$ cat config.mk
export PLATFORM = sky130hd
export DESIGN_NAME = gateway_top
export DESIGN_NICKNAME = d
export VERILOG_FILES = /design/src/hw/gateway_pkg.sv /design/src/hw/gateway_top.sv /design/src/hw/link_hub.sv /design/src/hw/tag_boot_rom.sv /design/src/hw/tag_master.sv /design/src/hw/tag_trace_replay.sv
export SDC_FILE = /design/constraint.sdc
export NUM_CORES = 1
export LEC_CHECK = 0
export BUFFER_PORTS_ARGS = -buffer_cell sky130_fd_sc_hd__buf_2
export CELL_PAD_IN_SITES_DETAIL_PLACEMENT = 0
export CELL_PAD_IN_SITES_GLOBAL_PLACEMENT = 1
export CORE_MARGIN = 2
export CORE_UTILIZATION = 42
export CTS_CLUSTER_SIZE = 20
export DETAILED_ROUTE_END_ITERATION = 7
export HOLD_SLACK_MARGIN = 0.05
export PLACE_DENSITY_LB_ADDON = 0.12
export SYNTH_ARGS = -nofsm -noshare
export SYNTH_HDL_FRONTEND = slang
export SYNTH_HIERARCHICAL = 1
export SYNTH_SLANG_ARGS = --single-unit
$ cat constraint.sdc
create_clock -name clk_i -period 2.5 [get_ports clk_i]
set_input_delay 0.25 -clock clk_i [delete_from_list [all_inputs] [get_ports clk_i]]
set_output_delay 0.25 -clock clk_i [all_outputs]
set_load 0.05 [all_outputs]
$ cat src/hw/gateway_pkg.sv
package gateway_pkg;

  ////////////////////
  // Widths and counts

  parameter int LINK_W        = 9;
  parameter int NUM_LINKS     = 4;
  parameter int LINK_IDX_W    = 2;
  parameter int CLIENT_ID_W   = 1;
  parameter int TAG_PAYLOAD_W = 8;
  // Start bit, client id, payload
  parameter int TAG_PKT_BITS  = 1 + CLIENT_ID_W + TAG_PAYLOAD_W;
  parameter int ROM_ADDR_W    = 4;

  ////////////////////
  // Boot trace

  typedef enum logic [1:0]
  {
    op_nop  = 2'd0,
    op_send = 2'd1,
    op_wait = 2'd2,
    op_done = 2'd3
  } tag_op_e;

  typedef struct packed
  {
    logic [CLIENT_ID_W-1:0]   id;
    logic [TAG_PAYLOAD_W-1:0] payload;
  } tag_pkt_s;

  typedef struct packed
  {
    tag_op_e  op;
    tag_pkt_s pkt;
  } tag_rom_entry_s;

  ////////////////////
  // Links and client registers

  typedef struct packed
  {
    logic              v;
    logic [LINK_W-1:0] data;
  } link_word_s;

  // Client 0 is route_map, client 1 is link_en
  typedef struct packed
  {
    logic [NUM_LINKS-1:0][LINK_IDX_W-1:0] route_map;
    logic [NUM_LINKS-1:0]                 link_en;
  } tag_lines_s;

endpackage

$ cat src/hw/gateway_top.sv
`timescale 1ns/10ps

module gateway_top
  #(parameter int NUM_LINKS  = gateway_pkg::NUM_LINKS
   ,parameter int ROM_ADDR_W = gateway_pkg::ROM_ADDR_W
   )
  (input  logic                                    clk_i
  ,input  logic                                    reset_i

  ,input  logic                                    host_v_i
  ,input  gateway_pkg::tag_pkt_s                   host_pkt_i
  ,output logic                                    host_ready_o
  ,output logic                                    done_o

  ,input  gateway_pkg::link_word_s [NUM_LINKS-1:0] phys_in_i
  ,output gateway_pkg::link_word_s [NUM_LINKS-1:0] log_out_o
  ,input  gateway_pkg::link_word_s [NUM_LINKS-1:0] log_in_i
  ,output gateway_pkg::link_word_s [NUM_LINKS-1:0] phys_out_o
  );

  import gateway_pkg::*;

  logic [ROM_ADDR_W-1:0] rom_addr_lo;
  tag_rom_entry_s        rom_entry_lo;
  logic                  tag_en_lo;
  logic                  tag_data_lo;
  tag_lines_s            tag_lines_lo;

  ////////////////////
  // Boot trace and tag bus

  tag_boot_rom #(.ROM_ADDR_W(ROM_ADDR_W)) u_rom
    (.addr_i (rom_addr_lo)
    ,.entry_o(rom_entry_lo)
    );

  tag_trace_replay #(.ROM_ADDR_W(ROM_ADDR_W)) u_replay
    (.clk_i       (clk_i)
    ,.reset_i     (reset_i)
    ,.rom_addr_o  (rom_addr_lo)
    ,.rom_entry_i (rom_entry_lo)
    ,.host_v_i    (host_v_i)
    ,.host_pkt_i  (host_pkt_i)
    ,.host_ready_o(host_ready_o)
    ,.tag_en_o    (tag_en_lo)
    ,.tag_data_o  (tag_data_lo)
    ,.done_o      (done_o)
    );

  tag_master u_master
    (.clk_i      (clk_i)
    ,.reset_i    (reset_i)
    ,.tag_en_i   (tag_en_lo)
    ,.tag_data_i (tag_data_lo)
    ,.tag_lines_o(tag_lines_lo)
    );

  ////////////////////
  // Link mapping

  link_hub #(.NUM_LINKS(NUM_LINKS)) u_hub
    (.clk_i      (clk_i)
    ,.reset_i    (reset_i)
    ,.tag_lines_i(tag_lines_lo)
    ,.init_done_i(done_o)
    ,.phys_in_i  (phys_in_i)
    ,.log_out_o  (log_out_o)
    ,.log_in_i   (log_in_i)
    ,.phys_out_o (phys_out_o)
    );

endmodule

$ cat src/hw/link_hub.sv
`timescale 1ns/10ps

module link_hub
  #(parameter int NUM_LINKS = gateway_pkg::NUM_LINKS)
  (input  logic                                    clk_i
  ,input  logic                                    reset_i

  ,input  gateway_pkg::tag_lines_s                 tag_lines_i
  ,input  logic                                    init_done_i

  ,input  gateway_pkg::link_word_s [NUM_LINKS-1:0] phys_in_i
  ,output gateway_pkg::link_word_s [NUM_LINKS-1:0] log_out_o

  ,input  gateway_pkg::link_word_s [NUM_LINKS-1:0] log_in_i
  ,output gateway_pkg::link_word_s [NUM_LINKS-1:0] phys_out_o
  );

  import gateway_pkg::*;

  link_word_s [NUM_LINKS-1:0] log_nxt;
  link_word_s [NUM_LINKS-1:0] phys_nxt;
  link_word_s [NUM_LINKS-1:0] log_out_r;
  link_word_s [NUM_LINKS-1:0] phys_out_r;

  assign log_out_o  = log_out_r;
  assign phys_out_o = phys_out_r;

  ////////////////////
  // Physical to logical

  always_comb
  begin
    for (int i = 0; i < NUM_LINKS; i++)
    begin
      log_nxt[i]   = phys_in_i[tag_lines_i.route_map[i]];
      log_nxt[i].v = log_nxt[i].v && tag_lines_i.link_en[i] && init_done_i;
    end
  end

  ////////////////////
  // Logical to physical

  // Walk down so the lowest enabled logical link wins
  always_comb
  begin
    for (int j = 0; j < NUM_LINKS; j++)
    begin
      phys_nxt[j] = '0;
      for (int i = NUM_LINKS - 1; i >= 0; i--)
      begin
        if (tag_lines_i.link_en[i] && (tag_lines_i.route_map[i] == LINK_IDX_W'(j)))
          phys_nxt[j] = log_in_i[i];
      end
      phys_nxt[j].v = phys_nxt[j].v && init_done_i;
    end
  end

  // One cycle through, valids cleared on reset
  always_ff @(posedge clk_i)
  begin
    log_out_r  <= log_nxt;
    phys_out_r <= phys_nxt;
    if (reset_i)
    begin
      for (int k = 0; k < NUM_LINKS; k++)
      begin
        log_out_r[k].v  <= 1'b0;
        phys_out_r[k].v <= 1'b0;
      end
    end
  end

endmodule

$ cat src/hw/tag_boot_rom.sv
`timescale 1ns/10ps

module tag_boot_rom
  #(parameter int ROM_ADDR_W = gateway_pkg::ROM_ADDR_W)
  (input  logic [ROM_ADDR_W-1:0]     addr_i
  ,output gateway_pkg::tag_rom_entry_s entry_o
  );

  import gateway_pkg::*;

  // Fixed boot trace, nop past the end
  always_comb
  begin
    entry_o = '0;
    case (addr_i)
      ROM_ADDR_W'(0):
      begin
        // Identity route map
        entry_o.op          = op_send;
        entry_o.pkt.id      = CLIENT_ID_W'(0);
        entry_o.pkt.payload = 8'hE4;
      end
      ROM_ADDR_W'(1):
      begin
        entry_o.op          = op_wait;
        entry_o.pkt.payload = TAG_PAYLOAD_W'(3);
      end
      ROM_ADDR_W'(2):
      begin
        // All links on
        entry_o.op          = op_send;
        entry_o.pkt.id      = CLIENT_ID_W'(1);
        entry_o.pkt.payload = 8'h0F;
      end
      ROM_ADDR_W'(3):
        entry_o.op = op_done;
      default:
        entry_o.op = op_nop;
    endcase
  end

endmodule

$ cat src/hw/tag_master.sv
`timescale 1ns/10ps

module tag_master
  (input  logic                    clk_i
  ,input  logic                    reset_i

  ,input  logic                    tag_en_i
  ,input  logic                    tag_data_i

  ,output gateway_pkg::tag_lines_s tag_lines_o
  );

  import gateway_pkg::*;

  // Id and payload bits after the start bit
  localparam int PKT_W = TAG_PKT_BITS - 1;
  localparam int CNT_W = $clog2(TAG_PKT_BITS);
  localparam logic [CNT_W-1:0] BIT_LAST = CNT_W'(PKT_W - 1);

  typedef enum logic
  {
    st_idle,
    st_shift
  } state_e;

  state_e           state_r;
  logic [CNT_W-1:0] bit_cnt_r;
  logic [PKT_W-2:0] shift_r;
  tag_lines_s       lines_r;

  tag_pkt_s rx_pkt;
  logic     rx_last;

  assign tag_lines_o = lines_r;

  // Final bit is taken straight off the bus
  assign rx_pkt  = tag_pkt_s'({shift_r, tag_data_i});
  assign rx_last = (state_r == st_shift) && tag_en_i && (bit_cnt_r == BIT_LAST);

  always_ff @(posedge clk_i)
  begin
    if ((state_r == st_shift) && tag_en_i)
      shift_r <= {shift_r[PKT_W-3:0], tag_data_i};
  end

  ////////////////////
  // Receive FSM and client registers

  always_ff @(posedge clk_i)
  begin
    if (reset_i)
    begin
      state_r   <= st_idle;
      bit_cnt_r <= '0;
      // Identity map, links off
      for (int i = 0; i < NUM_LINKS; i++)
        lines_r.route_map[i] <= LINK_IDX_W'(i);
      lines_r.link_en <= '0;
    end
    else
    begin
      case (state_r)
        st_idle:
        begin
          if (tag_en_i && tag_data_i)
          begin
            bit_cnt_r <= '0;
            state_r   <= st_shift;
          end
        end
        st_shift:
        begin
          if (tag_en_i)
            bit_cnt_r <= bit_cnt_r + 1'b1;
          if (rx_last)
          begin
            state_r <= st_idle;
            case (rx_pkt.id)
              CLIENT_ID_W'(0): lines_r.route_map <= rx_pkt.payload;
              default:         lines_r.link_en   <= rx_pkt.payload[NUM_LINKS-1:0];
            endcase
          end
        end
        default:
          state_r <= st_idle;
      endcase
    end
  end

endmodule

$ cat src/hw/tag_trace_replay.sv
`timescale 1ns/10ps

module tag_trace_replay
  #(parameter int ROM_ADDR_W = gateway_pkg::ROM_ADDR_W)
  (input  logic                        clk_i
  ,input  logic                        reset_i

  ,output logic [ROM_ADDR_W-1:0]       rom_addr_o
  ,input  gateway_pkg::tag_rom_entry_s rom_entry_i

  ,input  logic                        host_v_i
  ,input  gateway_pkg::tag_pkt_s       host_pkt_i
  ,output logic                        host_ready_o

  ,output logic                        tag_en_o
  ,output logic                        tag_data_o

  ,output logic                        done_o
  );

  import gateway_pkg::*;

  localparam int CNT_W = $clog2(TAG_PKT_BITS);
  localparam logic [CNT_W-1:0] BIT_LAST = CNT_W'(TAG_PKT_BITS - 1);

  typedef enum logic [2:0]
  {
    st_fetch,
    st_send,
    st_wait,
    st_done_idle,
    st_host_send
  } state_e;

  state_e                   state_r;
  logic [ROM_ADDR_W-1:0]    rom_addr_r;
  logic [CNT_W-1:0]         bit_cnt_r;
  logic [TAG_PAYLOAD_W-1:0] wait_cnt_r;
  logic                     done_r;
  logic [TAG_PKT_BITS-1:0]  shift_r;

  logic     host_accept;
  logic     load_pkt;
  tag_pkt_s load_src;

  assign rom_addr_o   = rom_addr_r;
  assign done_o       = done_r;
  assign host_ready_o = done_r && (state_r == st_done_idle);
  assign host_accept  = host_v_i && host_ready_o;

  assign tag_en_o   = (state_r == st_send) || (state_r == st_host_send);
  assign tag_data_o = shift_r[TAG_PKT_BITS-1];

  ////////////////////
  // Packet serializer

  assign load_pkt = ((state_r == st_fetch) && (rom_entry_i.op == op_send)) || host_accept;
  assign load_src = (state_r == st_fetch) ? rom_entry_i.pkt : host_pkt_i;

  // MSB first, start bit leads
  always_ff @(posedge clk_i)
  begin
    if (load_pkt)
      shift_r <= {1'b1, load_src};
    else if (tag_en_o)
      shift_r <= {shift_r[TAG_PKT_BITS-2:0], 1'b0};
  end

  ////////////////////
  // Sequencer

  always_ff @(posedge clk_i)
  begin
    if (reset_i)
    begin
      state_r    <= st_fetch;
      rom_addr_r <= '0;
      bit_cnt_r  <= '0;
      wait_cnt_r <= '0;
      done_r     <= 1'b0;
    end
    else
    begin
      case (state_r)
        st_fetch:
        begin
          // ROM pointer freezes on op_done
          if (rom_entry_i.op != op_done)
            rom_addr_r <= rom_addr_r + 1'b1;
          case (rom_entry_i.op)
            op_send:
            begin
              bit_cnt_r <= '0;
              state_r   <= st_send;
            end
            op_wait:
            begin
              if (rom_entry_i.pkt.payload != '0)
              begin
                wait_cnt_r <= rom_entry_i.pkt.payload;
                state_r    <= st_wait;
              end
            end
            op_done:
              state_r <= st_done_idle;
            default:
              state_r <= st_fetch;
          endcase
        end
        st_send, st_host_send:
        begin
          bit_cnt_r <= bit_cnt_r + 1'b1;
          if (bit_cnt_r == BIT_LAST)
            state_r <= (state_r == st_send) ? st_fetch : st_done_idle;
        end
        st_wait:
        begin
          wait_cnt_r <= wait_cnt_r - 1'b1;
          if (wait_cnt_r == TAG_PAYLOAD_W'(1))
            state_r <= st_fetch;
        end
        st_done_idle:
        begin
          done_r <= 1'b1;
          if (host_accept)
          begin
            bit_cnt_r <= '0;
            state_r   <= st_host_send;
          end
        end
        default:
          state_r <= st_fetch;
      endcase
    end
  end

endmodule

# Word level (Yosys, flattened, before mapping)
# Cells that the tools add are included.
# word_totals
register_bits	135
inputBits	92
elab_cells	180
# classes
n_reduce_logical	55
n_bitwise	2
muxes	49
addsub	4
magnitude_cmp	4
n_eq_ne	35
# ops
cell	count
10-bit two-way mux	20
10-bit binary-select mux with 2-bit select	4
1-bit logical AND	34
9-bit two-way mux	3
8-bit one-hot mux with 3 select lines	1
2-bit equality test (second input constant)	10
4-bit two-way mux	4
8-bit two-way mux	2
8-bit one-hot mux with 2 select lines	1
4-bit by 1-bit adder with 4-bit output (second input constant)	3
2-bit by 3-bit < comparator with 1-bit output (second input constant)	4
3-bit two-way mux	4
2-bit by 1-bit inequality test with 1-bit output (second input constant)	6
3-bit one-hot mux with 4 select lines	1
4-bit one-hot mux with 3 select lines	1
3-bit AND reduction	4
2-bit by 1-bit equality test with 1-bit output (second input constant)	5
3-bit one-hot mux with 3 select lines	1
4-bit by 2-bit equality test with 1-bit output (second input constant)	2
4-bit equality test (second input constant)	2
8-bit by 1-bit equality test with 1-bit output (second input constant)	1
2-bit zero test	4
4-bit one-hot mux with 2 select lines	1
8-bit nonzero test	1
20 further kinds	30

# Depth between registers and ports, before layout
# depth
depth_word	7
depth_mapped	8
depth_no_buf	6

# Cells and area by module
# The synthesis kept the hierarchy.
# by_module_without_submodules
mod	area_per_inst_um2	instances	cells_each
link_hub	4501.8	1	436
tag_trace_replay	1730.4	1	185
tag_master	1007.2	1	89
tag_boot_rom	101.3	1	14

# Least setup slack after synthesis
# OpenSTA, ideal clock, no wires.
# synth_timing
path_type	register to register
startpoint	register u_replay.rom_addr_r[0], in the netlist u_replay/rom_addr_o[0]
endpoint	register u_replay.shift_r[0], enable pin
t_arrival_ns	2.001
path_stages_with_launch	7
setup_ns	0.313
slack_ns	0.187
path_cell_list	dfxtp_1 nor2b_1 nor3_1 or4b_1 a21oi_2 buf_6 or2_2
# synth_rtl
item	line	text
start, declared	tag_trace_replay.sv:36	logic [ROM_ADDR_W-1:0] rom_addr_r;
start signal, assigned	tag_trace_replay.sv:89	rom_addr_r <= rom_addr_r + 1'b1;
end signal, assigned	tag_trace_replay.sv:64	shift_r <= {1'b1, load_src};
end signal, assigned	tag_trace_replay.sv:66	shift_r <= {shift_r[TAG_PKT_BITS-2:0], 1'b0};
end, declared	tag_trace_replay.sv:40	logic [TAG_PKT_BITS-1:0] shift_r;

==> impl_metrics.csv <==
group,metric,value,unit
cts,postCtsSetupBuffers,0,
sta,post-route-min-period,2130,ps
grt,grt_util_all_layers,23.4,%
cts,cts_tree,"yes",
detailed_routing,firstDrtPassIters,5,
detailed_routing,dr_total_vias,6624,
critical_path,cp-start-kind,"flip-flop",
sta,final.setup_skew,6.73,ps
finish,layout-area-overhead-vs-synth,21.5,%
sta,setup_slack,368,ps
synth,yosys.area_share.adder,1.19,%
critical_path,critPathSlowestCell,"dfxtp_1",
grt,grt_first_pass_wirelength,33500,microns
die,fp-row-count,48,
critical_path,timing.critical_path.max_delay_family,"compound AO/OA/AOI/OAI gates",
synth,syn_area,7340,sq um
sta,finalSetupTns,0,ps
die,design.die.area,18600,sq um
grt,antenna_found_initial,1,
synth,post_synth_mux_area_share,15.4,%
grt,number_of_global_route_vias_before_repair,6122,
job,maxCapViolCount,0,
place,detailed_place_hpwl,15700,microns
critical_path,worst_ep_arrival_time,2420,ps
run_status,outcome,"finished clean",
synth,synth_top_family_by_area,"simple AND/OR/NAND/NOR gates",
critical_path,critPathCaptureType,"flip-flop",
die,start_util,42.7,%
cts,cts-resized-gates,0,
die,floorplan.die.height,136,microns
synth,number_of_synthesized_flops_with_an_enable_pin,17,
synth,synthXorXnorAreaFrac,0.954,%
synth,ys.warnings.count,6,
sta,layout_worst_path_cycle_share,85.3,%
detailed_routing,finalWirelength,22000,microns
sta,timing_max_transition_violations_final,0,
power,peakVddDrop,0.000576,V
critical_path,maximum_fanout_along_the_worst_path,8,
synth,synth_cell_types,77,
sta,timing_worst_slew_pin_value,1210,ps
detailed_routing,drt_iter0_drcs,534,
finish,instances_no_fill,1111,
synth,synth_seq_area_share,39.1,%
place,dpl_worst_slack,388,ps
synth,post_synthesis_register_bit_count,135,
detailed_routing,route.detailed.wl_per_inst,19.8,microns
finish,postLayoutCoreUtil,51.9,%
critical_path,critical_path_buf_inv_count,1,
synth,synthSimpleGateAreaFrac,22.7,%
place,finalWeightedCongestion,0.860,
sta,grt_setup_unrepaired,"no",
sta,setup_viol,0,
die,fp.coreArea,17200,sq um
place,post-place-cells,1078,
synth,mappedNetlistNets,823,
synth,proportion_of_register_bits_with_asynchronous_set_or_reset_after_synthesis,0,%
synth,synthesized_area_fraction_occupied_by_ao_oa_aoi_and_oai_cells,15.2,%
cts,ctsRootBufferMaster,"clkbuf_16",
sta,timing_hold_violations_final,0,
power,pleak,3.63,nW
power,post-layout-total-power,6.90,mW
sta,maxClockFrequency,469,MHz
detailed_routing,avgViaCountPerCell,5.96,
synth,syn_area_per_cell,10.1,sq um
cts,clockBufferDepth,2,
grt,globalRoute.totalOverflow,0,
synth,post_synth_inst_count,724,
die,chipWidth,136,microns
place,io_buffers,173,
grt,pin_count_of_the_biggest_net_entering_global_routing,46,
finish,design.final.nets,971,
detailed_routing,ant_nets,0,
cts,cts_hold_buf,0,
cts,clk_latency,430,ps
die,floorplan.io_pins,174,
critical_path,worst-endpoint-required,2780,ps
cts,tritoncts_num_sinks,135,
cts,path_clk_slew,60,ps
cts,cts_buffer_count,17,
finish,drive_gt1_share,33.1,%
sta,worst_slew_margin_rel,19.2,%
min_path,timing.hold.worst.class,"input port to flip-flop",
cts,cts_htree_levels,4,
critical_path,critical-path-max-stage-delay,500,ps
synth,synth_flop_cell,"dfxtp_1",
critical_path,worstSetupPathType,"flip-flop to flip-flop",
critical_path,timing.critical_path.cells,"nor2b_1, nor3_1, buf_4, nor4b_4, a21boi_0, mux2i_1, o22ai_2",
detailed_routing,remaining_drc_errors,0,
power,pwr_density_cell,773,nW/um^2
==> sequential cells by signal (all words and copies together) (netlist names) <==
name and cells:
u_hub/log_out_o 40, u_hub/phys_out_o 40, u_master/tag_lines_o 12, u_replay/shift_r 10
u_master/shift_r 8, u_replay/wait_cnt_r 8, u_master/bit_cnt_r 4, u_replay/bit_cnt_r 4
u_replay/rom_addr_o 4, u_replay/state_r 3, u_master/state_r 1, u_replay/done_o 1
==> through the flow <==
stage | cell area, sq um | hold WS [ps]
5_1_grt | 8920 | 87.7
3_5_place_dp | 8330 | 435
4_1_cts | 8920 | 63.4
3_3_place_gp | 8330 | 443
2_1_floorplan | 7340 | 358
6_report | 8920 | 78.7
==> Yosys cell counts, types with 6 or more instances <==
cell,instances,share of area (%)
dfxtp_1,118,32
nand2_1,56,2.9
nor2_1,47,2.4
mux4_2,40,12
o21ai_1,38,2.6
clkbuf_1,28,1.4
mux2i_1,23,3.1
nand4_1,23,2.0
buf_2,22,1.5
and4b_1,20,2.7
o21ai_0,20,1.4
edfxtp_1,17,7.0
nand2b_1,15,1.3
a211oi_1,13,1.3
a21oi_1,13,0.89
and2_1,12,1.0
nand4b_1,12,1.4
nor4bb_1,12,1.6
a311oi_1,10,1.2
inv_1,10,0.51
o211a_1,10,1.4
o31ai_1,10,1.0
nand3_1,9,0.61
o311a_1,9,1.2
and3_1,8,0.68
buf_4,8,0.82
nand3b_1,8,0.82
nor3_1,8,0.55
a31oi_1,7,0.60
ha_1,7,1.2
buf_1,6,0.31
xnor2_1,6,0.72
==> power by group <==
group	internal, mW	leakage, nW	switching [mW]
Combinational	0.706	2.22	0.995
Clock	1.49	0.289	1.02
Sequential	2.50	1.13	0.186
==> cell usage in the layout, fill, tap and decap left out, drive strengths merged, types with 11 or more instances in the layout <==
master and n:
a21oi 15, dfxtp 118, nor4bb 12, edfxtp 17
nand2b 15, mux2i 23, nor2 48, mux4 40
nand4b 12, a311oi 11, a211oi 13, clkbuf 17
and2 12, buf 198, and4b 20, nand2 57
nand4 23, inv 17, o21ai 58
==> worst min-delay path, cell delays in order <==
cell and delay [ps]:
buf_2 110, nand2_1 50, o31ai_1 60
==> cell families after synthesis <==
kind of cell	Yosys count
compound gates	160
buf+inv	79
fa+ha+maj	7
simple gates	271
mux	63
xor+xnor	8
flops	135
other cells	1
==> routing by layer <==
| layer | vias up | part of all wire, % | track usage (%) |
|---|---|---|---|
| li1 | 3079 | - | - |
| met1 | 3185 | 43 | 32.0 |
| met2 | 337 | 47 | 37.0 |
| met3 | 23 | 8.5 | 5.15 |
| met4 | 0 | 1.4 | 7.81 |
| met5 | - | 0 | 0 |
==> final timing paths <==
kind	cells past startpoint	end	start	slack (ps)
min	3	u_hub/phys_out_o[6]	log_in_i[6]	80
min reg2reg	0	u_master/shift_r[6]	u_master/shift_r[5]	450
max	7	u_replay/wait_cnt_r[7]	u_replay/rom_addr_o[0]	370
max reg2reg	7	u_replay/wait_cnt_r[7]	u_replay/rom_addr_o[0]	370
==> layout make-up <==
class	instances	area, sq um
diodes	1	2.50
clock buffers	17	425
clock inverters	15	165
fillers	1633	8260
inverters	10	37.5
multi-input cells	510	4080
flip-flops and latches	135	2880
well taps	225	282
repair buffers	198	1050
(Power assumes the default switching activity.)
